==> src/acq_pkg.sv <==
`default_nettype none

//////////////////////////////////////////////////////////////////////
// shared types for the acquisition pipe
//////////////////////////////////////////////////////////////////////

package acq_pkg;

	// one word of the host pipe
	typedef logic [15:0] pipe_word_t;

	// raw adc conversion result
	typedef logic [11:0] adc_sample_t;

	// channel number, upper nibble of a channel word
	typedef logic [3:0] chan_idx_t;

	// frame counter, wraps at 255
	typedef logic [7:0] frame_count_t;

	// saturating event counter
	// used for missed strobes and dropped words
	typedef logic [15:0] event_count_t;

	// one word on its way into the tx fifo
	typedef struct packed {
		logic       valid;
		pipe_word_t data;
	} pipe_beat_t;

	// upper byte of every header word
	localparam logic [7:0] FRAME_MARK = 8'ha3;

	// header word:  FRAME_MARK | frame count
	// channel word: chan_idx   | sample
	// both layouts fill 16 bits exactly

endpackage

`default_nettype wire

==> src/adc_capture.sv <==
`timescale 1ns/100ps
`default_nettype none

module adc_capture
	import acq_pkg::*;
#(
	parameter int N_ADC = 6
) (
	input  logic                    ti_clk_in,
	input  logic                    reset_in,
	input  logic                    frame_start,
	input  adc_sample_t [N_ADC-1:0] adc_data_in,
	input  logic                    chan_advance,
	output pipe_word_t              chan_word
);

	//////////////////////////////////////////////////////////////////////
	// sample latch
	//////////////////////////////////////////////////////////////////////

	// held samples of the current frame
	adc_sample_t [N_ADC-1:0] sample_q;
	// channel being presented
	chan_idx_t chan_idx;
	// sample picked by chan_idx
	adc_sample_t sel_sample;

	// payload only, loaded once per accepted strobe
	always_ff @(posedge ti_clk_in) begin
		if (frame_start) begin
			sample_q <= adc_data_in;
		end
	end

	// index restarts with every frame
	always_ff @(posedge ti_clk_in) begin
		if (reset_in) begin
			chan_idx <= '0;
		end else if (frame_start) begin
			chan_idx <= '0;
		end else if (chan_advance) begin
			chan_idx <= chan_idx + 1'b1;
		end
	end

	//////////////////////////////////////////////////////////////////////
	// channel word
	//////////////////////////////////////////////////////////////////////

	// mux over the valid channels only
	always_comb begin
		sel_sample = '0;
		for (int i = 0; i < N_ADC; i++) begin
			if (chan_idx == chan_idx_t'(i)) begin
				sel_sample = sample_q[i];
			end
		end
	end

	assign chan_word = {chan_idx, sel_sample};

	// assembler must stop stepping at the last channel
	a_advance_in_range: assert property (@(posedge ti_clk_in) disable iff (reset_in)
		chan_advance |-> (chan_idx < chan_idx_t'(N_ADC - 1)))
		else $error("chan_advance stepped past the last channel");

endmodule

`default_nettype wire

==> src/frame_stamp.sv <==
`timescale 1ns/100ps
`default_nettype none

module frame_stamp
	import acq_pkg::*;
(
	input  logic         ti_clk_in,
	input  logic         reset_in,
	input  logic         frame_start,
	input  logic         strobe_missed,
	output pipe_word_t   header_word,
	output event_count_t missed_count
);

	// count of accepted frames, wraps
	frame_count_t frame_count;

	//////////////////////////////////////////////////////////////////////
	// frame counter and header
	//////////////////////////////////////////////////////////////////////

	// header takes the count before the increment
	// so the first frame carries 0
	always_ff @(posedge ti_clk_in) begin
		if (frame_start) begin
			header_word <= {FRAME_MARK, frame_count};
		end
	end

	always_ff @(posedge ti_clk_in) begin
		if (reset_in) begin
			frame_count <= '0;
		end else if (frame_start) begin
			frame_count <= frame_count + 1'b1;
		end
	end

	// missed strobes, stuck at all ones
	always_ff @(posedge ti_clk_in) begin
		if (reset_in) begin
			missed_count <= '0;
		end else if (strobe_missed && (missed_count != '1)) begin
			missed_count <= missed_count + 1'b1;
		end
	end

	// one strobe is either accepted or refused, never both
	a_start_xor_missed: assert property (@(posedge ti_clk_in) disable iff (reset_in)
		!(frame_start && strobe_missed))
		else $error("frame_start and strobe_missed high together");

endmodule

`default_nettype wire

==> src/frame_assembler.sv <==
`timescale 1ns/100ps
`default_nettype none

module frame_assembler
	import acq_pkg::*;
#(
	parameter int N_ADC = 6
) (
	input  logic       ti_clk_in,
	input  logic       reset_in,
	input  logic       sample_strobe_in,
	input  pipe_word_t header_word,
	input  pipe_word_t chan_word,
	output logic       frame_start,
	output logic       strobe_missed,
	output logic       chan_advance,
	output pipe_beat_t beat
);

	//////////////////////////////////////////////////////////////////////
	// state machine
	//////////////////////////////////////////////////////////////////////

	typedef enum logic [1:0] {
		ST_IDLE,
		ST_HEADER,
		ST_SAMPLES
	} asm_state_t;

	localparam chan_idx_t LAST_CHAN = chan_idx_t'(N_ADC - 1);

	asm_state_t cur_state;
	asm_state_t next_state;
	// channel beats sent in this frame
	chan_idx_t  beat_cnt;
	logic       last_chan;

	assign last_chan = (beat_cnt == LAST_CHAN);

	// accept decision lives only here
	assign frame_start   = sample_strobe_in && (cur_state == ST_IDLE);
	assign strobe_missed = sample_strobe_in && (cur_state != ST_IDLE);
	// no step after the last channel
	assign chan_advance  = (cur_state == ST_SAMPLES) && !last_chan;

	always_ff @(posedge ti_clk_in) begin
		if (reset_in) begin
			cur_state <= ST_IDLE;
		end else begin
			cur_state <= next_state;
		end
	end

	always_comb begin
		next_state = cur_state;
		case (cur_state)
			ST_IDLE:    if (frame_start) next_state = ST_HEADER;
			ST_HEADER:  next_state = ST_SAMPLES;
			ST_SAMPLES: if (last_chan) next_state = ST_IDLE;
			default:    next_state = ST_IDLE;
		endcase
	end

	// runs only while channel beats go out
	always_ff @(posedge ti_clk_in) begin
		if (reset_in) begin
			beat_cnt <= '0;
		end else if (cur_state == ST_SAMPLES) begin
			beat_cnt <= beat_cnt + 1'b1;
		end else begin
			beat_cnt <= '0;
		end
	end

	//////////////////////////////////////////////////////////////////////
	// beat merge
	//////////////////////////////////////////////////////////////////////

	always_comb begin
		beat = '0;
		case (cur_state)
			ST_HEADER:  beat = '{valid: 1'b1, data: header_word};
			ST_SAMPLES: beat = '{valid: 1'b1, data: chan_word};
			default:    beat = '0;
		endcase
	end

	// a valid beat follows an accepted strobe or another valid beat
	a_no_beat_idle: assert property (@(posedge ti_clk_in) disable iff (reset_in)
		beat.valid |-> $past(frame_start || beat.valid))
		else $error("beat valid outside a frame");

endmodule

`default_nettype wire

==> src/pipe_tx_fifo.sv <==
`timescale 1ns/100ps
`default_nettype none

module pipe_tx_fifo
	import acq_pkg::*;
#(
	parameter int READ_LEN   = 16,
	parameter int FIFO_DEPTH = 64
) (
	input  logic         ti_clk_in,
	input  logic         reset_in,
	input  pipe_beat_t   beat,
	input  logic         pipe_read_in,
	output pipe_word_t   data_out,
	output logic         burst_ready,
	output event_count_t drop_count
);

	//////////////////////////////////////////////////////////////////////
	// internal structures
	//////////////////////////////////////////////////////////////////////

	localparam int AW     = $clog2(FIFO_DEPTH);
	localparam int FILL_W = AW + 1;
	// wide enough for READ_LEN-1 even when READ_LEN is 1
	localparam int CW     = $clog2(READ_LEN + 1);

	typedef enum logic {
		ST_WAIT,
		ST_READ
	} burst_state_t;

	// word storage, no reset
	pipe_word_t mem [FIFO_DEPTH];

	logic [AW-1:0]     wr_ptr;
	logic [AW-1:0]     rd_ptr;
	logic [FILL_W-1:0] fill_count;

	logic push;
	logic pop;
	logic empty;
	logic full;
	// push into a full fifo with no pop to make room
	logic overflow;

	// pops seen in the current burst
	logic [CW-1:0] rd_count;
	logic          burst_done;
	burst_state_t  cur_state;
	burst_state_t  next_state;

	//////////////////////////////////////////////////////////////////////
	// combinational logic
	//////////////////////////////////////////////////////////////////////

	assign empty    = (fill_count == '0);
	assign full     = (fill_count == FILL_W'(FIFO_DEPTH));
	assign push     = beat.valid;
	assign pop      = pipe_read_in && !empty;
	assign overflow = push && full && !pop;

	// first word fall through, head is always on the port
	assign data_out = mem[rd_ptr];

	assign burst_ready = (cur_state == ST_WAIT) && (fill_count >= FILL_W'(READ_LEN));
	assign burst_done  = pop && (rd_count == CW'(READ_LEN - 1));

	//////////////////////////////////////////////////////////////////////
	// circular buffer
	//////////////////////////////////////////////////////////////////////

	// full fifo: wr_ptr sits on the oldest word, so a write overwrites it
	always_ff @(posedge ti_clk_in) begin
		if (push) begin
			mem[wr_ptr] <= beat.data;
		end
	end

	always_ff @(posedge ti_clk_in) begin
		if (reset_in) begin
			wr_ptr     <= '0;
			rd_ptr     <= '0;
			fill_count <= '0;
		end else begin
			if (push) begin
				wr_ptr <= wr_ptr + 1'b1;
			end
			// overflow drops the oldest word
			if (pop || overflow) begin
				rd_ptr <= rd_ptr + 1'b1;
			end
			// level holds on overflow
			if (push && !pop && !full) begin
				fill_count <= fill_count + 1'b1;
			end else if (pop && !push) begin
				fill_count <= fill_count - 1'b1;
			end
		end
	end

	// dropped words, saturating
	always_ff @(posedge ti_clk_in) begin
		if (reset_in) begin
			drop_count <= '0;
		end else if (overflow && (drop_count != '1)) begin
			drop_count <= drop_count + 1'b1;
		end
	end

	//////////////////////////////////////////////////////////////////////
	// read burst state machine
	//////////////////////////////////////////////////////////////////////

	// count every pop of the burst, first one included
	always_ff @(posedge ti_clk_in) begin
		if (reset_in) begin
			rd_count <= '0;
		end else if (burst_done) begin
			rd_count <= '0;
		end else if (pop) begin
			rd_count <= rd_count + 1'b1;
		end
	end

	always_ff @(posedge ti_clk_in) begin
		if (reset_in) begin
			cur_state <= ST_WAIT;
		end else begin
			cur_state <= next_state;
		end
	end

	always_comb begin
		next_state = cur_state;
		case (cur_state)
			ST_WAIT: if (pop && !burst_done) next_state = ST_READ;
			ST_READ: if (burst_done) next_state = ST_WAIT;
			default: next_state = ST_WAIT;
		endcase
	end

	// host only reads what burst_ready promised
	a_no_pop_empty: assert property (@(posedge ti_clk_in) disable iff (reset_in)
		pipe_read_in |-> !empty)
		else $error("host read from an empty fifo");

endmodule

`default_nettype wire

==> src/acq_pipe_top.sv <==
`timescale 1ns/100ps
`default_nettype none

module acq_pipe_top
	import acq_pkg::*;
#(
	parameter int N_ADC      = 6,
	parameter int READ_LEN   = 16,
	parameter int FIFO_DEPTH = 64
) (
	input  logic                    ti_clk_in,
	input  logic                    reset_in,
	input  logic                    sample_strobe_in,
	input  adc_sample_t [N_ADC-1:0] adc_data_in,
	input  logic                    pipe_read_in,
	output pipe_word_t              data_out,
	output logic                    burst_ready,
	output event_count_t            missed_count,
	output event_count_t            drop_count
);

	//////////////////////////////////////////////////////////////////////
	// block wiring
	//////////////////////////////////////////////////////////////////////

	// accept and refuse pulses from the assembler
	logic       frame_start;
	logic       strobe_missed;
	// step to the next held sample
	logic       chan_advance;
	pipe_word_t header_word;
	pipe_word_t chan_word;
	// merged word stream into the fifo
	pipe_beat_t beat;

	adc_capture #(
		.N_ADC (N_ADC)
	) i_adc_capture (
		.ti_clk_in    (ti_clk_in),
		.reset_in     (reset_in),
		.frame_start  (frame_start),
		.adc_data_in  (adc_data_in),
		.chan_advance (chan_advance),
		.chan_word    (chan_word)
	);

	frame_stamp i_frame_stamp (
		.ti_clk_in     (ti_clk_in),
		.reset_in      (reset_in),
		.frame_start   (frame_start),
		.strobe_missed (strobe_missed),
		.header_word   (header_word),
		.missed_count  (missed_count)
	);

	frame_assembler #(
		.N_ADC (N_ADC)
	) i_frame_assembler (
		.ti_clk_in        (ti_clk_in),
		.reset_in         (reset_in),
		.sample_strobe_in (sample_strobe_in),
		.header_word      (header_word),
		.chan_word        (chan_word),
		.frame_start      (frame_start),
		.strobe_missed    (strobe_missed),
		.chan_advance     (chan_advance),
		.beat             (beat)
	);

	pipe_tx_fifo #(
		.READ_LEN   (READ_LEN),
		.FIFO_DEPTH (FIFO_DEPTH)
	) i_pipe_tx_fifo (
		.ti_clk_in    (ti_clk_in),
		.reset_in     (reset_in),
		.beat         (beat),
		.pipe_read_in (pipe_read_in),
		.data_out     (data_out),
		.burst_ready  (burst_ready),
		.drop_count   (drop_count)
	);

endmodule

`default_nettype wire

==> config.mk <==
export PLATFORM = sky130hd
export DESIGN_NAME = acq_pipe_top
export DESIGN_NICKNAME = d
export VERILOG_FILES = /design/src/acq_pkg.sv /design/src/adc_capture.sv /design/src/frame_stamp.sv /design/src/frame_assembler.sv /design/src/pipe_tx_fifo.sv /design/src/acq_pipe_top.sv
export SDC_FILE = /design/constraint.sdc
export NUM_CORES = 1
export LEC_CHECK = 0
export BUFFER_PORTS_ARGS = -buffer_cell sky130_fd_sc_hd__buf_2
export CAP_MARGIN = 20
export CORE_MARGIN = 10
export CORE_UTILIZATION = 32
export DETAILED_ROUTE_END_ITERATION = 8
export PLACE_DENSITY = 0.56
export SLEW_MARGIN = 25
export SYNTH_ARGS = -nofsm -noshare
export SYNTH_HDL_FRONTEND = slang
export SYNTH_SLANG_ARGS = --single-unit
==> constraint.sdc <==
create_clock -name ti_clk_in -period 9.44 [get_ports ti_clk_in]
set_clock_uncertainty 0.05 [all_clocks]
set_input_delay 0 -clock ti_clk_in [delete_from_list [all_inputs] [get_ports ti_clk_in]]
set_output_delay 0 -clock ti_clk_in [all_outputs]
set_load 0.05 [all_outputs]
-- Word-level counts from Yosys, hierarchy flattened
Memories as Yosys holds them, arrays and structs flattened. A register that Yosys moved wholly into a read port is not among the register bits.
Cells that the tools add are included.
- flip-flop bits (word level): 155
- bits in writable memories: 1024
- input port bits: 76
- output and inout port bits: 49
- memories kept: 1
- memories (memory ; words ; width ; read ports ; clocked after memory_dff ; wr ports ; line ; source):
    i_pipe_tx_fifo.mem ; 64 ; 16 ; 1 ; 1 ; 1 ; pipe_tx_fifo.sv:34 ; pipe_word_t mem [FIFO_DEPTH];
- add/sub/neg operators: 10
- $lt $le $gt $ge: 1
- eq/ne operators: 14
- mux-type cells: 19
- bitwise gates (word level): 2
- reductions and logical operators: 30
- operator list (kind ; number):
    12-bit 2-to-1 mux ; 6
    17-bit one-hot mux with 2 select lines ; 1
    16-bit by 1-bit adder with 16-bit output, second input constant ; 2
    16-bit != test, second input constant ; 2
    1-bit logical AND ; 14
    7-bit 2-to-1 mux ; 2
    6-bit by 1-bit adder with 6-bit output, second input constant ; 2
    4-bit by 3-bit equality test with 1-bit output, second input constant ; 3
    6-bit 2-to-1 mux ; 2
    4-bit by 1-bit adder with 4-bit output, second input constant ; 2
    8-bit by 1-bit adder with 8-bit output, second input constant ; 1
    4-bit by 2-bit equality test with 1-bit output, second input constant ; 2
    7-bit by 1-bit adder with 7-bit output, second input constant ; 1
    7-bit equality test, second input constant ; 1
    7-bit by 5-bit >= comparator with 1-bit output, second input constant ; 1
    7-bit logical NOT ; 1
    7-bit by 1-bit subtractor with 7-bit output, second input constant ; 1
    1-bit logical NOT ; 6
    2-bit one-hot mux with 3 select lines ; 1
    2-bit OR reduction ; 3
    5-bit by 1-bit adder with 5-bit output, second input constant ; 1
    5-bit by 4-bit equality test with 1-bit output, second input constant ; 1
    4-bit by 1-bit equality test with 1-bit output, second input constant ; 1
    4-bit logical NOT ; 1
    12 further kinds ; 18

-- Longest topological paths before layout
- depth after elaboration: 13
- gate-level depth with buffers: 11
- depth with buffers taken out: 9

-- By module
Synthesis repeated with hierarchy kept, for this count alone.
- cell total of the unflattened synthesis: 2501
- area total of the unflattened synthesis: 46960.0 um2
- by module, submodules not included (module ; times used ; cells an instance ; area each (um2)):
    pipe_tx_fifo ; 1 ; 2035 ; 41641.2
    adc_capture ; 1 ; 233 ; 3126.7
    frame_stamp ; 1 ; 160 ; 1564.0
    frame_assembler ; 1 ; 73 ; 628.1

-- Worst setup path before layout
No wires, ideal clock.
- path kind: register to register
- start point: reg i_adc_capture.chan_idx[1]
- end point: mem i_pipe_tx_fifo.mem[0][1] (netlist bit), data pin
- setup time: 0.702 ns
- arrival: 4.208 ns
- path slack: 4.480 ns
- stages on the path, launching flop included: 9
- clock period less this slack: 4.960 ns
- cells stage by stage: dfxtp_1 inv_1 ha_1 nor4b_1 clkbuf_1 a221oi_1 nor3_1 a221oi_1 o21ai_0
- RTL lines (what ; line ; source):
    start: declaration ; adc_capture.sv:24 ; chan_idx_t chan_idx;
    start signal: assignment ; adc_capture.sv:42 ; chan_idx <= chan_idx + 1'b1;
    end: declaration ; pipe_tx_fifo.sv:34 ;

==> metrics.md <==
| Metric | Value |
|---|---|
| Status | `finished, final reports clean` |
| Fin. max-slew vios | `0` |
| Initial core utilization | `32.2%` |
| Sequential share of the synthesized area | `between 70% and 80%` |
| Min Tclk post-route | `5.09 ns` |
| Worst path required time | `around 9.4 ns` |
| Largest family of logic cells by synthesized area | `multiplexers` |
| Worst slew margin | `roughly a quarter` |
| CTS buffer count | `130` |
| Global-route wire length before repair | `between 150,000 and 200,000 um` |
| Final-report setup violation count | `0` |
| Post-Route WL | `~120,000 um` |
| Sequential Area | `0.0348 sq mm` |
| Total Power | `between 10,000 and 15,000 uW` |
| Nets | `2,826` |
| Post-synthesis xor/xnor area fraction | `0.872%` |
| GR Overflow Total | `0` |
| RSZ-0062 raised after global routing | `no` |
| Clock-pin transition on the worst setup and hold timing paths | `0.06 ns` |
| Core Region | `0.143 sq mm` |
| Port buffer count | `124` |
| MaxCap Viol Count | `0` |
| Endpoints failing hold | `0` |
| Post-Syn Nets | `around 2,400` |
| Footprint of the multi-input gates | `around 0.011 sq mm` |
| Mapped Area | `0.0462 sq mm` |
| Hold WS | `0.244 ns` |
| Largest net degree at the start of global routing | `85` |
| Arrival @ worst endpoint | `5.04 ns` |
| Die height | `400 um` |
| Setup TNS | `0 ns` |
| I/O pin total | `around 130` |
| Synth Area in Compound Gates | `roughly 3.0%` |
| Fillers | `12,900` |
| Layout area overhead | `19.7%` |
| H-tree levels | `4` |
| Fin cells | `4,734` |
| Worst hold path type | `in2reg` |
| All-Layer GR Usage | `14.9%` |
| Cell variety after synth | `57` |
| P per Cell Area | `238 mW/mm^2` |
| Post-synth top flop | `edfxtp_1` |
| Worst Path Max Fanout | `between 40 and 50` |
| R2R Setup Slk | `5.91 ns` |
| Yosys warning total | `0` |
| Antenna violations before repair | `6` |
| Reg2reg start | `i_pipe_tx_fifo.fill_count[0]$_SDFFE_PP0P_` |
| Mapped Cells | `around 2,300` |
| Post-synthesis adder-cell area fraction | `0.666%` |
| Vias in the first global route | `about 26,000` |
| Die area | `0.160 sq mm` |
| Post-Synth Simple-Gate Area | `4.13%` |
| Reg-to-reg critical path endpoint | `i_pipe_tx_fifo.fill_count[5]$_SDFFE_PP0P_` |
| Vias per cell | `between 5 and 6` |
| Detailed-route via count | `24,400` |
| Post-synth ARST share | `0%` |
| Routed len/inst | `25.4 um` |
| Initial DRC Count | `2,120` |
| Root buffer cell | `clkbuf_16` |
| Post-synthesis mux area share | `14.9%` |
| VDD IR-drop max | `0.175 mV` |
| Placed Cells | `approximately 4,300` |
| Worst setup path endpoint | `data_out[5]` |
| R2R depth | `9` |
| Synth Area per Inst | `19.7 sq um` |
| Post-synth EDFFs | `1,104` |
| Leakage | `~0.017 uW` |
| CTS tree | `yes` |
| Post-DRT Antenna Nets | `0` |
| DRC viols | `0` |
| HPWL Detailed | `69,800 um` |
| Routability cong. | `0.780` |
| CP Capture Type | `primary output` |
| Width of the die | `400 um` |
| Largest buffer count on any clock path | `3` |
| Fraction of final layout cells sized beyond drive strength 1 | `24.9%` |
| Critical Path Start Type | `flip-flop` |
| Postcts setup bufs | `0` |
| FP Rows | `approximately 140` |
| Clk Latency, worst-skew pair | `around 0.76 ns` |
| WS Path Type | `reg2out` |
| DR pass1 iterations | `5` |
| #FFs+latches synth | `1,185` |
| Pin slew with the least headroom to its limit | `1.10 ns` |
| Clock tree sinks | `1,185` |
| Achievable Freq | `0.197 GHz` |
| Tcrit/Tclk final | `between 50% and 60%` |
==> cell usage after synthesis (all sizes together) (30+ instances only) <==
cell type	number	area [sq um]
a21oi	34	170
a22oi	34	255
buf	58	262
clkbuf	63	236
dfxtp	81	1620
edfxtp	1104	33200
mux2i	86	861
mux4	261	5880
nand2	56	210
nor2	161	604
nor3	30	150
o21ai	43	219
o22ai	35	219
==> metrics by stage <==
stage	setup WS [ns]	area (sq um)	utilization [%]
after global routing	3.92	55300	38.6
after detailed placement	4.64	49700	34.6
after global placement	4.63	49600	34.6
after CTS	3.80	55300	38.5
final	4.35	55300	38.6
after floorplan	4.48	46200	-
==> critical path, stage by stage (launching register included) <==
cell,delay (ns)
dfxtp_4,0.76
buf_4,0.81
buf_6,0.63
mux4_2,0.35
o22ai_1,0.08
nor4_1,0.89
a21oi_1,0.06
o21ai_0,0.26
buf_2,0.37
==> cell usage in the layout, fill, tap and decap left out, types with 8 or more instances in the layout <==
| master | netlist | layout |
|---|---|---|
| bufinv_16 | 0 | 8 |
| buf_4 | 0 | 90 |
| a21oi_1 | 34 | 32 |
| nand2_1 | 56 | 56 |
| mux2i_1 | 86 | 86 |
| edfxtp_1 | 1104 | 1104 |
| xnor2_1 | 24 | 24 |
| mux2_2 | 12 | 12 |
| nor2_1 | 161 | 154 |
| clkinv_2 | 0 | 10 |
| o21ai_0 | 42 | 33 |
| o22ai_1 | 35 | 35 |
| ha_1 | 23 | 23 |
| a22oi_1 | 34 | 34 |
| and2_1 | 11 | 9 |
| nand4_1 | 13 | 13 |
| buf_2 | 35 | 124 |
| nand2b_1 | 12 | 12 |
| mux4_2 | 261 | 261 |
| nand3_1 | 23 | 23 |
| nor3_1 | 30 | 28 |
| xor2_1 | 22 | 22 |
| clkinv_1 | 0 | 28 |
| clkbuf_1 | 63 | 34 |
| inv_1 | 15 | 14 |
| a221oi_1 | 22 | 22 |
| dfxtp_1 | 81 | 76 |
| dlygate4sd3_1 | 0 | 148 |
| clkbuf_16 | 0 | 133 |
| nor2b_1 | 18 | 18 |
| o21ai_4 | 0 | 9 |
| or4_1 | 11 | 11 |
==> state kept, by name, indices dropped and copies added, names as in the netlist, named ones only <==
register	count
i_adc_capture.sample_q	72
i_frame_stamp.frame_count	8
i_pipe_tx_fifo.wr_ptr	6
i_frame_assembler.cur_state	2
i_frame_stamp.missed_count	16
i_pipe_tx_fifo.rd_ptr	6
i_adc_capture.chan_idx	4
i_frame_assembler.beat_cnt	4
i_pipe_tx_fifo.mem	1024
i_pipe_tx_fifo.fill_count	7
i_pipe_tx_fifo.drop_count	16
i_frame_stamp.header_word	8
i_pipe_tx_fifo.rd_count	5
==> layout make-up <==
cell class              instances  share of cell area (%)
clock buffers                 168                    6.27
multi-input cells            1027                    20.1
flip-flops and latches       1185                    62.9
repair buffers                367                    5.14
clock inverters                65                    1.22
well taps                    1903                    4.30
inverters                      15                   0.102
diodes                          4                  0.0181
==> how the worst min path moves through the flow <==
stage | start | slack (ns) | end | cells after the start
2_1_floorplan | adc_data_in[0] | 0.05 | i_adc_capture.sample_q[0]$_DFFE_PP_ | 0
3_3_place_gp | adc_data_in[14] | 0.13 | i_adc_capture.sample_q[14]$_DFFE_PP_ | 1
3_5_place_dp | adc_data_in[1] | 0.13 | i_adc_capture.sample_q[1]$_DFFE_PP_ | 1
4_1_cts | sample_strobe_in | 0.18 | i_frame_assembler.cur_state[1]$_SDFFE_PP0P_ | 5
5_1_grt | sample_strobe_in | 0.25 | i_frame_assembler.cur_state[1]$_SDFFE_PP0P_ | 5
6_report | sample_strobe_in | 0.24 | i_frame_assembler.cur_state[1]$_SDFFE_PP0P_ | 5
==> metal layers <==
metal  part of all wire (%)  track usage, %
met1                     41            19.3
met3                    6.3            2.99
met2                     50            25.0
met4                    2.6            4.81
met5                      0               0
==> where the power goes <==
group / switching [uW] / total [uW] / internal (uW)
Combinational: 1310 / 2300 / 995
Clock: 2090 / 4940 / 2840
Sequential: 95.9 / 5930 / 5830
==> kinds of logic (layout without fill, tap and decap cells) <==
logic type / Yosys count / count (layout)
buffers and inverters: 136 / 615
multiplexers: 359 / 359
XOR/XNOR: 46 / 46
flip-flops: 1185 / 1185
adder cells (fa/ha/maj): 24 / 24
other: 0 / 4
AND/OR/NAND/NOR: 389 / 389
AO/OA/AOI/OAI: 209 / 209
==> timing repair <==
| action | CTS | global route |
|---|---|---|
| endpoints found under the hold margin | 149 | 0 |
| hold buffers | 148 | 0 |
| gates resized for setup | 0 | 0 |
No activity file was read; power rests on OpenSTA's default activity.
